File: src/verilog/conPkg.sv
// Field widths follow the microword bit numbering, so bit 0 is the most significant bit
`default_nettype none

package conPkg;

  // Microword condition field, group in bits 0 to 2 and member in bits 3 to 5
  typedef logic [0:5] condField;

  // Microword magic number field
  typedef logic [0:8] magicField;

  // Diagnostic function sub-select from bus bits 4 to 6
  typedef logic [0:2] diagSel;

  // Next-instruction dispatch code
  typedef logic [0:2] nicondCode;

  // Status bits for bus bits 18 to 24, also the CONO data bits
  typedef logic [0:6] diagByte;

  // Cache look, cache load, paging enable, trap enable
  typedef logic [0:3] pagFlags;

  // Microcode state flags 0 to 3
  typedef logic [0:3] ucodeFlags;

  // Condition field group codes
  localparam logic [0:2] COND_GROUP_SPEC = 3'd1;
  localparam logic [0:2] COND_GROUP_CTL = 3'd2;
  localparam logic [0:2] COND_GROUP_SKIP60 = 3'd6;
  localparam logic [0:2] COND_GROUP_SKIP70 = 3'd7;

  // Bit positions inside the paging latch
  localparam int PAG_EN = 2;
  localparam int PAG_TRAP = 3;

endpackage

`default_nettype wire

File: src/verilog/condDecoder.sv
// Every strobe and field is registered once, so all outputs trail their microword by one cycle
`timescale 1ns/1ps
`default_nettype none

module condDecoder (
  input  wire                  clk,
  input  wire                  rst,
  input  conPkg::condField     cond,
  input  conPkg::magicField    magic,
  input  wire                  diagCtlFunc,
  input  conPkg::diagSel       diagDs,
  output logic [0:2]           condSelQ,
  output conPkg::magicField    magicQ,
  output logic                 condSkip60,
  output logic                 condSkip70,
  output logic                 condEboxState,
  output logic                 condSrMagic,
  output logic                 conoPag,
  output logic                 diagSetRun,
  output logic                 diagClrRun,
  output logic                 diagContinue
);

  logic [0:2] condGroup;
  logic [0:2] condMember;
  logic       ctlEn;
  logic       diagFunc;
  logic       magicFunc01x;
  logic       conoPagD;

  assign condGroup = cond[0:2];
  assign condMember = cond[3:5];
  assign ctlEn = (condGroup == conPkg::COND_GROUP_CTL);

  // Magic function 01x is only valid under the diagnostic function member
  assign diagFunc = ctlEn && (condMember == 3'd0);
  assign magicFunc01x = diagFunc && (magic[3:5] == 3'd1);
  assign conoPagD = magicFunc01x && (magic[6:8] == 3'd6);

  always_ff @(posedge clk) begin
    if (rst) begin
      condSelQ <= '0;
      magicQ <= '0;
      condSkip60 <= 1'b0;
      condSkip70 <= 1'b0;
      condEboxState <= 1'b0;
      condSrMagic <= 1'b0;
      conoPag <= 1'b0;
      diagSetRun <= 1'b0;
      diagClrRun <= 1'b0;
      diagContinue <= 1'b0;
    end else begin
      condSelQ <= condMember;
      magicQ <= magic;
      condSkip60 <= (condGroup == conPkg::COND_GROUP_SKIP60);
      condSkip70 <= (condGroup == conPkg::COND_GROUP_SKIP70);
      condEboxState <= ctlEn && (condMember == 3'd1);
      condSrMagic <= ctlEn && (condMember == 3'd6);
      conoPag <= conoPagD;
      // Console run control functions
      diagClrRun <= diagCtlFunc && (diagDs == 3'd0);
      diagSetRun <= diagCtlFunc && (diagDs == 3'd1);
      diagContinue <= diagCtlFunc && (diagDs == 3'd2);
    end
  end

endmodule

`default_nettype wire

File: src/verilog/runControl.sv
// Run and start lag their diagnostic strobes by RUN_SYNC_STAGES cycles, which must be 1 or more
`timescale 1ns/1ps
`default_nettype none

module runControl #(
  parameter int RUN_SYNC_STAGES = 3
) (
  input  wire                  clk,
  input  wire                  rst,
  input  wire                  diagSetRun,
  input  wire                  diagClrRun,
  input  wire                  diagContinue,
  input  wire                  conoPag,
  input  wire                  condEboxState,
  input  wire                  condSrMagic,
  input  conPkg::magicField    magicQ,
  input  conPkg::diagByte      conoData,
  input  wire                  mtrIntReq,
  input  wire                  piReady,
  input  wire                  intDisable,
  output logic                 run,
  output logic                 start,
  output conPkg::pagFlags      pag,
  output conPkg::ucodeFlags    ucodeState,
  output logic [0:3]           sr,
  output logic                 intReq
);

  // Stage 0 holds the requested state, later stages only delay it
  logic [0:RUN_SYNC_STAGES-1] runSync;
  logic [0:RUN_SYNC_STAGES-1] startSync;

  always_ff @(posedge clk) begin
    if (rst) begin
      runSync <= '0;
      startSync <= '0;
    end else begin
      if (diagSetRun) begin
        runSync[0] <= 1'b1;
      end else if (diagClrRun) begin
        runSync[0] <= 1'b0;
      end
      // Start stays set until the console clears run
      if (diagContinue) begin
        startSync[0] <= 1'b1;
      end else if (diagClrRun) begin
        startSync[0] <= 1'b0;
      end
      for (int k = 1; k < RUN_SYNC_STAGES; k++) begin
        runSync[k] <= runSync[k-1];
        startSync[k] <= startSync[k-1];
      end
    end
  end

  assign run = runSync[RUN_SYNC_STAGES-1];
  assign start = startSync[RUN_SYNC_STAGES-1];

  // CONO PAG latch
  always_ff @(posedge clk) begin
    if (rst) begin
      pag <= '0;
    end else if (conoPag) begin
      pag <= conoData[0:3];
    end
  end

  // Set bit wins, hold bit keeps the flag, otherwise it clears
  always_ff @(posedge clk) begin
    if (rst) begin
      ucodeState <= '0;
    end else if (condEboxState) begin
      for (int i = 0; i < 4; i++) begin
        ucodeState[i] <= magicQ[2*i+1] | (magicQ[2*i+2] & ucodeState[i]);
      end
    end
  end

  always_ff @(posedge clk) begin
    if (rst) begin
      sr <= '0;
    end else if (condSrMagic) begin
      sr <= magicQ[5:8];
    end
  end

  always_ff @(posedge clk) begin
    if (rst) begin
      intReq <= 1'b0;
    end else begin
      intReq <= (mtrIntReq | piReady) & ~intDisable;
    end
  end

endmodule

`default_nettype wire

File: src/verilog/skipNicond.sv
// Skip, NICOND and diagnostic read data are all registered and use the levels of the current cycle
`timescale 1ns/1ps
`default_nettype none

module skipNicond (
  input  wire                  clk,
  input  wire                  rst,
  input  wire                  condSkip60,
  input  wire                  condSkip70,
  input  wire [0:2]            condSelQ,
  input  wire                  run,
  input  wire                  start,
  input  wire                  intReq,
  input  wire                  mtrIntReq,
  input  wire                  piCycle,
  input  wire                  userMode,
  input  wire                  publicMode,
  input  wire                  acRef,
  input  conPkg::pagFlags      pag,
  input  conPkg::ucodeFlags    ucodeState,
  input  wire [0:3]            sr,
  input  wire                  diagReadFunc,
  input  conPkg::diagSel       diagDs,
  output logic                 skip,
  output conPkg::nicondCode    nicond,
  output logic                 nicondTrapEn,
  output conPkg::diagByte      ebusOut,
  output logic                 ebusDrive
);

  logic              kernelMode;
  logic [0:7]        skip60Src;
  logic [0:7]        skip70Src;
  logic              skipD;
  conPkg::nicondCode nicondD;
  conPkg::diagByte   readD;

  assign kernelMode = ~userMode & ~publicMode;

  // Member 0 is the leftmost source
  assign skip60Src = {kernelMode, userMode, publicMode, acRef,
                      piCycle, pag[conPkg::PAG_EN], ~start, pag[conPkg::PAG_TRAP]};
  assign skip70Src = {intReq, ~start, run, kernelMode,
                      acRef, mtrIntReq, ucodeState[0], ~mtrIntReq};

  assign skipD = (condSkip60 & skip60Src[condSelQ]) |
                 (condSkip70 & skip70Src[condSelQ]);

  always_comb begin
    if (piCycle) begin
      nicondD = 3'd0;
    end else if (!run) begin
      nicondD = 3'd1;
    end else if (mtrIntReq) begin
      nicondD = 3'd2;
    end else if (intReq) begin
      nicondD = 3'd3;
    end else if (ucodeState[2]) begin
      nicondD = 3'd4;
    end else if (!acRef) begin
      nicondD = 3'd5;
    end else begin
      nicondD = 3'd7;
    end
  end

  always_comb begin
    case (diagDs)
      3'd0: readD = {run, start, intReq, pag};
      3'd1: readD = {ucodeState, sr[0:2]};
      3'd2: readD = {nicond, nicondTrapEn, skip, 2'b00};
      default: readD = '0;
    endcase
  end

  always_ff @(posedge clk) begin
    if (rst) begin
      skip <= 1'b0;
      // Code 7 means no condition, so trap enable stays consistent with it
      nicond <= 3'd7;
      nicondTrapEn <= 1'b0;
      ebusOut <= '0;
      ebusDrive <= 1'b0;
    end else begin
      skip <= skipD;
      nicond <= nicondD;
      nicondTrapEn <= (nicondD < 3'd4);
      ebusOut <= diagReadFunc ? readD : '0;
      ebusDrive <= diagReadFunc;
    end
  end

endmodule

`default_nettype wire

File: src/verilog/conBoard.sv
// CONO data and level inputs are sampled directly, so they must be held through the decode cycle
`timescale 1ns/1ps
`default_nettype none

module conBoard #(
  parameter int RUN_SYNC_STAGES = 3
) (
  input  wire                  clk,
  input  wire                  rst,
  input  conPkg::condField     cond,
  input  conPkg::magicField    magic,
  input  wire                  diagCtlFunc,
  input  wire                  diagReadFunc,
  input  conPkg::diagSel       diagDs,
  input  conPkg::diagByte      conoData,
  input  wire                  mtrIntReq,
  input  wire                  piReady,
  input  wire                  intDisable,
  input  wire                  userMode,
  input  wire                  publicMode,
  input  wire                  acRef,
  input  wire                  piCycle,
  output logic                 run,
  output logic                 start,
  output conPkg::pagFlags      pag,
  output conPkg::ucodeFlags    ucodeState,
  output logic [0:3]           sr,
  output logic                 skip,
  output conPkg::nicondCode    nicond,
  output logic                 nicondTrapEn,
  output conPkg::diagByte      ebusOut,
  output logic                 ebusDrive
);

  logic [0:2]        condSelQ;
  conPkg::magicField magicQ;
  logic              condSkip60;
  logic              condSkip70;
  logic              condEboxState;
  logic              condSrMagic;
  logic              conoPag;
  logic              diagSetRun;
  logic              diagClrRun;
  logic              diagContinue;
  logic              intReq;

  condDecoder i_condDecoder (
    .clk           (clk),
    .rst           (rst),
    .cond          (cond),
    .magic         (magic),
    .diagCtlFunc   (diagCtlFunc),
    .diagDs        (diagDs),
    .condSelQ      (condSelQ),
    .magicQ        (magicQ),
    .condSkip60    (condSkip60),
    .condSkip70    (condSkip70),
    .condEboxState (condEboxState),
    .condSrMagic   (condSrMagic),
    .conoPag       (conoPag),
    .diagSetRun    (diagSetRun),
    .diagClrRun    (diagClrRun),
    .diagContinue  (diagContinue)
  );

  runControl #(
    .RUN_SYNC_STAGES (RUN_SYNC_STAGES)
  ) i_runControl (
    .clk           (clk),
    .rst           (rst),
    .diagSetRun    (diagSetRun),
    .diagClrRun    (diagClrRun),
    .diagContinue  (diagContinue),
    .conoPag       (conoPag),
    .condEboxState (condEboxState),
    .condSrMagic   (condSrMagic),
    .magicQ        (magicQ),
    .conoData      (conoData),
    .mtrIntReq     (mtrIntReq),
    .piReady       (piReady),
    .intDisable    (intDisable),
    .run           (run),
    .start         (start),
    .pag           (pag),
    .ucodeState    (ucodeState),
    .sr            (sr),
    .intReq        (intReq)
  );

  skipNicond i_skipNicond (
    .clk          (clk),
    .rst          (rst),
    .condSkip60   (condSkip60),
    .condSkip70   (condSkip70),
    .condSelQ     (condSelQ),
    .run          (run),
    .start        (start),
    .intReq       (intReq),
    .mtrIntReq    (mtrIntReq),
    .piCycle      (piCycle),
    .userMode     (userMode),
    .publicMode   (publicMode),
    .acRef        (acRef),
    .pag          (pag),
    .ucodeState   (ucodeState),
    .sr           (sr),
    .diagReadFunc (diagReadFunc),
    .diagDs       (diagDs),
    .skip         (skip),
    .nicond       (nicond),
    .nicondTrapEn (nicondTrapEn),
    .ebusOut      (ebusOut),
    .ebusDrive    (ebusDrive)
  );

endmodule

`default_nettype wire

File: config.mk
export PLATFORM = sky130hd
export DESIGN_NAME = conBoard
export DESIGN_NICKNAME = d
export VERILOG_FILES = /design/src/verilog/conPkg.sv /design/src/verilog/condDecoder.sv /design/src/verilog/runControl.sv /design/src/verilog/skipNicond.sv /design/src/verilog/conBoard.sv
export SDC_FILE = /design/constraint.sdc
export NUM_CORES = 1
export LEC_CHECK = 0
export BUFFER_PORTS_ARGS = -buffer_cell sky130_fd_sc_hd__buf_2
export CORE_ASPECT_RATIO = 1.5
export CORE_MARGIN = 2
export CORE_UTILIZATION = 55
export CTS_BUF_LIST = sky130_fd_sc_hd__clkbuf_2 sky130_fd_sc_hd__clkbuf_4 sky130_fd_sc_hd__clkbuf_8
export CTS_CLUSTER_SIZE = 16
export DETAILED_ROUTE_END_ITERATION = 10
export GPL_TIMING_DRIVEN = 0
export PLACE_DENSITY = 0.86
export SLEW_MARGIN = 15
export SYNTH_ARGS = -nofsm -noshare
export SYNTH_HDL_FRONTEND = slang
export SYNTH_HIERARCHICAL = 1
export SYNTH_SLANG_ARGS = --single-unit
File: constraint.sdc
create_clock -name clk -period 3.5 [get_ports clk]
set_input_delay 0.525 -clock clk [delete_from_list [all_inputs] [get_ports clk]]
set_output_delay 0.525 -clock clk [all_outputs]
set_load 0.02 [all_outputs]
Word level (Yosys, flattened, before mapping)
Index checks and enable logic that the tools add are counted.
{ "op_classes": {"addsub": 0, "n_mul": 0, "div_mod_pow": 0, "n_lt_le_gt_ge": 2, "eq_ne": 9, "n_shift": 0, "muxes": 16, "n_bitwise": 21, "reduce_logical": 13} }
{ "op_table": {"columns": ["op", "n"], "rows": [
  ["case mux 7 bit (3 select lines)", 1],
  ["2-to-1 mux 3 bit", 5],
  ["equality test 3 bit (second input constant)", 4],
  ["equality test 3 x 1 -> 1 bit (second input constant)", 3],
  ["AND 1 bit", 8],
  ["logical AND 1 bit", 8],
  ["2-to-1 mux 1 bit", 7],
  ["binary-select mux 1 bit (select 3 bit)", 2],
  ["equality test 3 x 2 -> 1 bit (second input constant)", 2],
  ["zero test 3 bit", 2],
  ["inverter 1 bit", 6],
  ["OR 1 bit", 6],
  [">= comparator 4 bit (second input constant)", 1],
  ["inverter 3 -> 4 bit", 1],
  ["nonzero test 2 bit", 2],
  ["< comparator 3 bit (second input constant)", 1],
  ["2-to-1 mux 2 bit", 1],
  ["OR reduction 2 bit", 1]
]} }
{ "totals": {"ff_bits": 51, "latchBits": 0, "ramBits": 0, "mem_bits_ro": 0, "out_inout_bits": 27, "word_cells": 84, "mem_count": 0} }

Depth between registers and ports, before layout
Gate-level depths: netlist (run 1).
{ "logic_depth": {"word_depth": 7, "ltp_mapped": 5} }

Hierarchy
The synthesis (run 1) kept the hierarchy.
{ "modules_own_cells": {"columns": ["module", "instances", "cells_per_inst", "area_per_inst_um2"], "rows": [
  ["runControl", 1, 67, 710.7],
  ["skipNicond", 1, 80, 689.4],
  ["condDecoder", 1, 47, 611.8]
]} }

Worst setup path before layout (run 1)
OpenSTA, ideal clock, no wires.
{ "synth_path": {"kind": "input-to-reg", "start": "input userMode", "end": "register i_skipNicond.skip", "setup_time_ns": 0.061, "arrival_time_ns": 1.184, "required_ns": 3.439, "slack_ns": 2.255, "stages": 4, "path_buffers": 0, "path_cell_list": "nor2_1 -> a21oi_1 -> a2111oi_1 -> a32o_1"} }
{ "synth_via": {"elab_chain_len": 7, "elab_cells_between_ends": 11, "classes_between": "6 x mux; 5 x bitwise"} }
{ "synth_lines": {"columns": ["element", "line", "text"], "rows": [
  ["from (decl)", "conBoard.sv:19", "input wire userMode,"],
  ["inverter 1 bit", "skipNicond.sv:38", "assign kernelMode = ~userMode & ~publicMode;"],
  ["AND 1 bit", "skipNicond.sv:38", null],
  ["binary-select mux 1 bit (select 3 bit) (on tied branches)", "skipNicond.sv:46, skipNicond.sv:47", null],
  ["2-to-1 mux 1 bit (on tied branches) (2 in a row)", "skipNicond.sv:46, skipNicond.sv:47", null],
  ["AND 1 bit (on tied branches)", "skipNicond.sv:46, skipNicond.sv:47", null],
  ["OR 1 bit (*)", "skipNicond.sv:46", "assign skipD = (condSkip60 & skip60Src[condSelQ]) |"],
  ["to (signal assigned)", "skipNicond.sv:85", "skip <= skipD;"],
  ["to (decl)", "skipNicond.sv:24", "output logic skip,"]
]} }
Every way passes the cells marked *; elsewhere a longest branch is shown, timed or not. The select of a mux whose other input is x is not followed.
A chain may end at the register's enable or synchronous reset.

Worst setup path in the final report (run 1)
{ "layout_path": {"start": "register i_runControl/runSync[2] (netlist name)", "end": "output run"} }
{ "layout_lines": {"columns": ["element", "line", "text"], "rows": [
  ["from (decl)", "runControl.sv:30", "logic [0:RUN_SYNC_STAGES-1] runSync;"],
  ["from (signal, indexed assignment)", "runControl.sv:50", "runSync[k] <= runSync[k-1];"],
  ["to (decl)", "conBoard.sv:23", "output logic run,"]
]} }
No word-level cell between the ends.

==> results.sh, run 1 <==
export IMPL_wl_met3_um=210
export IMPL_place_port_buffers=58
export IMPL_rows=26
export IMPL_ctsResizeCount=0
export IMPL_slew_headroom=0.699
export IMPL_max_cap_violations=0
export IMPL_arrival_ns=0.96
export IMPL_slew_violations=0
export IMPL_reg2reg_depth=4
export IMPL_overflow=0
export IMPL_start_util=0.576
export IMPL_core_area_mm2=0.00345
export IMPL_cts_buffers=5
export IMPL_timing_fmax_mhz=671
export IMPL_wirelength_um=4130
export IMPL_cp_start_kind="flop"
export IMPL_regToRegStartpoint="i_runControl/runSync[2]"
export IMPL_grt_setup_unrepaired="false"
export IMPL_top_layer_used="met4"
export IMPL_ys_warn_count=6
export IMPL_combPwrFrac=0.085
export IMPL_dr_pass1_iters=4
export IMPL_place_gp_congestion=0.811
export IMPL_whs_ns=0.386
export IMPL_r2r_setup_slack_ns=2.15
export IMPL_cp_top_family="flip-flops"
export IMPL_finalPower_uw=1050
export IMPL_final_hold_violation_count=0
export IMPL_syn_to_final_growth_pct=22.5
export IMPL_critPathKind="reg2out"
export IMPL_die_area_mm2=0.00412
export IMPL_crit_chain="buf_2"
export IMPL_hold_class="in2reg"
export IMPL_critical_path_buf_inv_count=1
export IMPL_antennaDiodeCount=0
export IMPL_drc=0
export IMPL_setup_violations_final=0
export IMPL_dieWidth_um=53.1
export IMPL_grt_total_usage=0.226
export IMPL_rr_endpoint="i_skipNicond/skip"
export IMPL_die_height_um=77.6
export IMPL_leakage_uw=0.00108
export IMPL_m1WireLength_um=1560
export IMPL_switchingPower_uw=237
export IMPL_critPathRequiredTime_ns=2.97
export IMPL_nets=293
export IMPL_ant_nets=0
export IMPL_p_int_uw=816
export IMPL_p_sw_frac=0.225
export IMPL_cp_end_kind="primary output"
export IMPL_p_per_area_mw_per_mm2=433
export IMPL_worst_pin_slew_ns=0.450
export IMPL_crit_cells=1
export IMPL_pin_count=63
export IMPL_dp_cells=292
export IMPL_syn_area_mm2=0.00199
export IMPL_routed_wl_met2_um=2260
export IMPL_final_period_utilization=0.426
export IMPL_skew_ns=0.0134
export IMPL_hold_buffers=0
export IMPL_clock_path_buffers=2
export IMPL_clk_pin_slew_ns=0.09
export IMPL_pwr_share_seq=0.572
export IMPL_wire_per_inst_um=13.8
export IMPL_setup_tns_ns=0
export IMPL_drt_iter0_markers=40
export IMPL_cp_max_fo=5
export IMPL_root_buffer="clkbuf_8"
export IMPL_final_area_mm2=0.00243
export IMPL_syn_area_per_cell_um2=10.3
export IMPL_max_vdd_ir_drop_uv=382
export IMPL_dp_hpwl_um=3160
export IMPL_vias_per_cell=5.18
export IMPL_drive_gt1_frac=0.353
export IMPL_synth_nets=228
export IMPL_placed_cell_area_mm2=0.00233
export IMPL_multi_input_area_um2=875
export IMPL_endpoint="run"
export IMPL_slowest_stage="dfxtp_1"
export IMPL_grt_pass1_wl_um=6770
export IMPL_power_frac_clock=0.343
export IMPL_vias=1555
export IMPL_final_instance_count_excl_fill=300
export IMPL_antenna_found_initial=0
export IMPL_postSynthCellCount=192
export IMPL_clock_latency_ns=0.30
export IMPL_area_sequential_mm2=0.00102
export IMPL_cts_setup_buffers=0
export IMPL_first_global_vias=1543
export IMPL_cts_tree="done"
export IMPL_clock_sinks=51
export IMPL_grt_max_degree=18
export IMPL_period_needed_ns=1.49
export IMPL_startpoint="i_runControl/runSync[2]"
export IMPL_status="finished, final reports clean"
export IMPL_fillers=313
export IMPL_crit_path_max_incr_delay_ns=0.45
export IMPL_cts_max_level=2
area by class of cell:
cell class              count  area share
plain buffers               7      0.0237
clock buffers               7      0.0396
clock inverters             1     0.00309
inverters                   8      0.0134
multi-input cells         126       0.360
flip-flops and latches     51       0.420
well taps                  42      0.0216
repair buffers             58       0.119
flip-flops by register name (all words and copies together) (netlist names), 3 cells and up:
name and flops:
i_condDecoder/condSelQ 3, i_condDecoder/magicQ 8, i_runControl/pag 4, i_runControl/runSync 3, i_runControl/sr 4, i_runControl/startSync 3, i_runControl/ucodeState 4, i_skipNicond/ebusOut 7
i_skipNicond/nicond 3
placed cells by master, fill, tap and decap left out, types with 2 or more instances in the layout:
master and n:
dfxtp_1 51, inv_1 7, nor4_1 2, nor2_1 19, nand2_1 6, nor4b_1 2
mux2i_1 17, buf_2 59, a21oi_1 7, and2b_1 5, buf_6 2, nor2_2 8
clkbuf_8 7, clkbuf_2 3, a21oi_2 2, nand2b_1 8, o21ai_0 3, o22ai_1 3
nor2b_1 19
routing by layer:
metal  vias to the layer above  track usage
li1                        780            -
met1                       709        0.225
met2                        58        0.404
met3                         8       0.0577
met4                         0        0.126
met5                         -            0
through the flow:
step | util | worst slack (ns)
final | 0.705 | 2.01
after global routing | 0.705 | 1.98
after CTS | 0.705 | 2.02
after detailed placement | 0.675 | 1.96
after global placement | 0.675 | 1.98
after floorplan | - | 2.26
worst min-delay path by stage:
stage               cells after the start                    start                       to
floorplan                               1  i_runControl/runSync[1]  i_runControl/runSync[2]
global placement                        1  i_runControl/runSync[1]  i_runControl/runSync[2]
detailed placement                      1  i_runControl/runSync[1]  i_runControl/runSync[2]
CTS                                     2               intDisable      i_runControl/intReq
global route                            2               intDisable      i_runControl/intReq
finish                                  2               intDisable      i_runControl/intReq
power by group through the flow:
| stage | registers [uW] | clock network, uW | logic, uW |
|---|---|---|---|
| floorplan | 619 | 0 | 45.2 |
| global placement | 616 | 0 | 85.9 |
| detailed placement | 616 | 0 | 88.5 |
| CTS | 602 | 368 | 89.1 |
| global route | 604 | 398 | 98.1 |
| finish | 602 | 361 | 89.0 |
(Power assumes the default switching activity.)
==> run 2: changes to the inputs <==
CORE_UTILIZATION = 52   (was 55)
PLACE_DENSITY = 0.82   (was 0.86)
clock period = 1.45 ns   (was 3.5 ns; I/O delays follow)
==> results.sh, run 2 (synthesis results as in run 1) <==
export IMPL_r2r_setup_slack_ns=0.16
export IMPL_final_area_mm2=0.00243
export IMPL_arrival_ns=1.54
export IMPL_wirelength_um=3890
export IMPL_gr_usage_met2=0.373
export IMPL_worst_pin_slew_ns=0.391
export IMPL_die_area_mm2=0.00434
export IMPL_place_port_buffers=58
export IMPL_critPathRequiredTime_ns=1.69
export IMPL_wire_per_inst_um=12.9
export IMPL_pin_count=63
export IMPL_dieWidth_um=54.5
export IMPL_timing_fmax_mhz=773
export IMPL_cp_start_kind="flop"
export IMPL_place_gp_congestion=0.821
export IMPL_overflow=0
export IMPL_status="finished, final reports clean"
export IMPL_gr_usage_met1=0.200
export IMPL_clk_pin_slew_ns=0.09
export IMPL_start_util=0.539
export IMPL_setup_violations_final=0
export IMPL_grt_max_degree=18
export IMPL_root_buffer="clkbuf_8"
export IMPL_cts_max_level=2
export IMPL_worstHoldStart="intDisable"
export IMPL_dr_pass1_iters=4
export IMPL_cp_end_kind="flop"
export IMPL_rr_endpoint="i_skipNicond/skip"
export IMPL_placed_cell_area_mm2=0.00233
export IMPL_drive_gt1_frac=0.353
export IMPL_grt_use_met3=0.0487
export IMPL_cts_setup_buffers=0
export IMPL_max_cap_violations=0
export IMPL_hold_buffers=0
export IMPL_reg_top3="i_condDecoder/magicQ (8), i_skipNicond/ebusOut (7)"
export IMPL_hold_class="in2reg"
export IMPL_cp_max_fo=10
export IMPL_slew_headroom=0.739
export IMPL_vias=1523
export IMPL_period_needed_ns=1.29
export IMPL_critPathKind="reg2reg"
export IMPL_largest_reg_flops=8
export IMPL_drt_iter0_markers=34
export IMPL_clock_latency_ns=0.30
export IMPL_setup_tns_ns=0
export IMPL_grt_busiest_layer="met2"
export IMPL_grt_total_usage=0.201
export IMPL_reg2reg_depth=5
export IMPL_first_global_vias=1459
export IMPL_vias_per_cell=5.06
export IMPL_whs_path_depth=2
export IMPL_regToRegStartpoint="i_condDecoder/condSelQ[1]"
export IMPL_drc=0
export IMPL_cts_tree="done"
export IMPL_most_common_layout_cells="59 x buf_2, 51 x dfxtp_1, 19 x nor2b_1, 19 x nor2_1, 17 x mux2i_1"
export IMPL_leakage_uw=0.00107
export IMPL_clock_path_buffers=2
export IMPL_cts_buffers=5
export IMPL_grt_pass1_wl_um=6280
export IMPL_dp_hpwl_um=3010
export IMPL_p_per_area_mw_per_mm2=1030
export IMPL_antenna_found_initial=0
export IMPL_core_area_mm2=0.00368
export IMPL_grt_setup_unrepaired="false"
export IMPL_mostFrequentLayoutCell="buf_2"
export IMPL_die_height_um=79.7
export IMPL_max_vdd_ir_drop_uv=831
export IMPL_final_hold_violation_count=0
export IMPL_top_register="i_condDecoder/magicQ"
export IMPL_syn_to_final_growth_pct=22.3
export IMPL_skew_ns=0.0101
export IMPL_slew_violations=0
export IMPL_final_period_utilization=0.892
export IMPL_nets=293
export IMPL_min_to="i_runControl/intReq"
export IMPL_ctsResizeCount=0
export IMPL_ant_nets=0
export IMPL_finalPower_uw=2490
export IMPL_antennaDiodeCount=0
export IMPL_clock_sinks=51
export IMPL_rows=27
-- run 2: changes by cell type in the layout (fill, tap and decap cells not counted), sizes merged --
cell    before  now
clkbuf      10    9
clkinv       0    1
-- run 2: critical path: stages, from the launching register on --
cell and delay, ns:
dfxtp_1 0.32, buf_6 0.14, nor2_1 0.08, a21oi_1 0.04, a2111oi_1 0.44, a32o_1 0.22
-- run 2: how the worst max path moves through the flow --
stage | from | end | slack [ns] | cells past startpoint
final | i_condDecoder/condSelQ[1] | i_skipNicond/skip | 0.16 | 5
after detailed placement | i_condDecoder/condSelQ[1] | i_skipNicond/skip | 0.17 | 5
after floorplan | i_runControl/runSync[2] | i_skipNicond/skip | 0.22 | 4
after global routing | i_condDecoder/condSelQ[1] | i_skipNicond/skip | 0.07 | 5
after global placement | i_condDecoder/condSelQ[2] | i_skipNicond/skip | 0.17 | 4
after CTS | i_condDecoder/condSelQ[2] | i_skipNicond/skip | 0.16 | 4
-- run 2: metrics by stage --
stage | util | cells | hold slack (ns) | worst slack (ns)
after global routing | 0.660 | 301 | 0.0645 | 0.0660
after CTS | 0.660 | 301 | 0.0675 | 0.156
after detailed placement | 0.633 | 293 | 0.386 | 0.166
after global placement | 0.633 | 293 | 0.386 | 0.171
after floorplan | - | 192 | 0.293 | 0.224
final | 0.660 | 301 | 0.0719 | 0.156
-- run 2: layer usage --
layer	part of all wire	vias to the layer above
met5	0	-
met4	0.014	0
met3	0.043	4
met2	0.56	39
met1	0.39	702
li1	-	778
-- run 2: cell type report --
cell class | count | area (um2)
inverter | 8 | 32.5
timing repair buffer | 58 | 290
buffer | 7 | 57.6
sequential | 51 | 1020
tap | 43 | 53.8
clock buffer | 6 | 82.6
multi-input combinational | 126 | 875
fill | 319 | 1250
clock inverter | 2 | 16.3
-- run 2: power breakdown --
| part | total, uW | switching, uW | internal, uW | leakage [uW] |
|---|---|---|---|---|
| Sequential | 1450 | 20.6 | 1430 | 0.000416 |
| Combinational | 211 | 109 | 102 | 0.000609 |
| Clock | 827 | 437 | 389 | 0.0000474 |
| Total | 2490 | 567 | 1920 | 0.00107 |
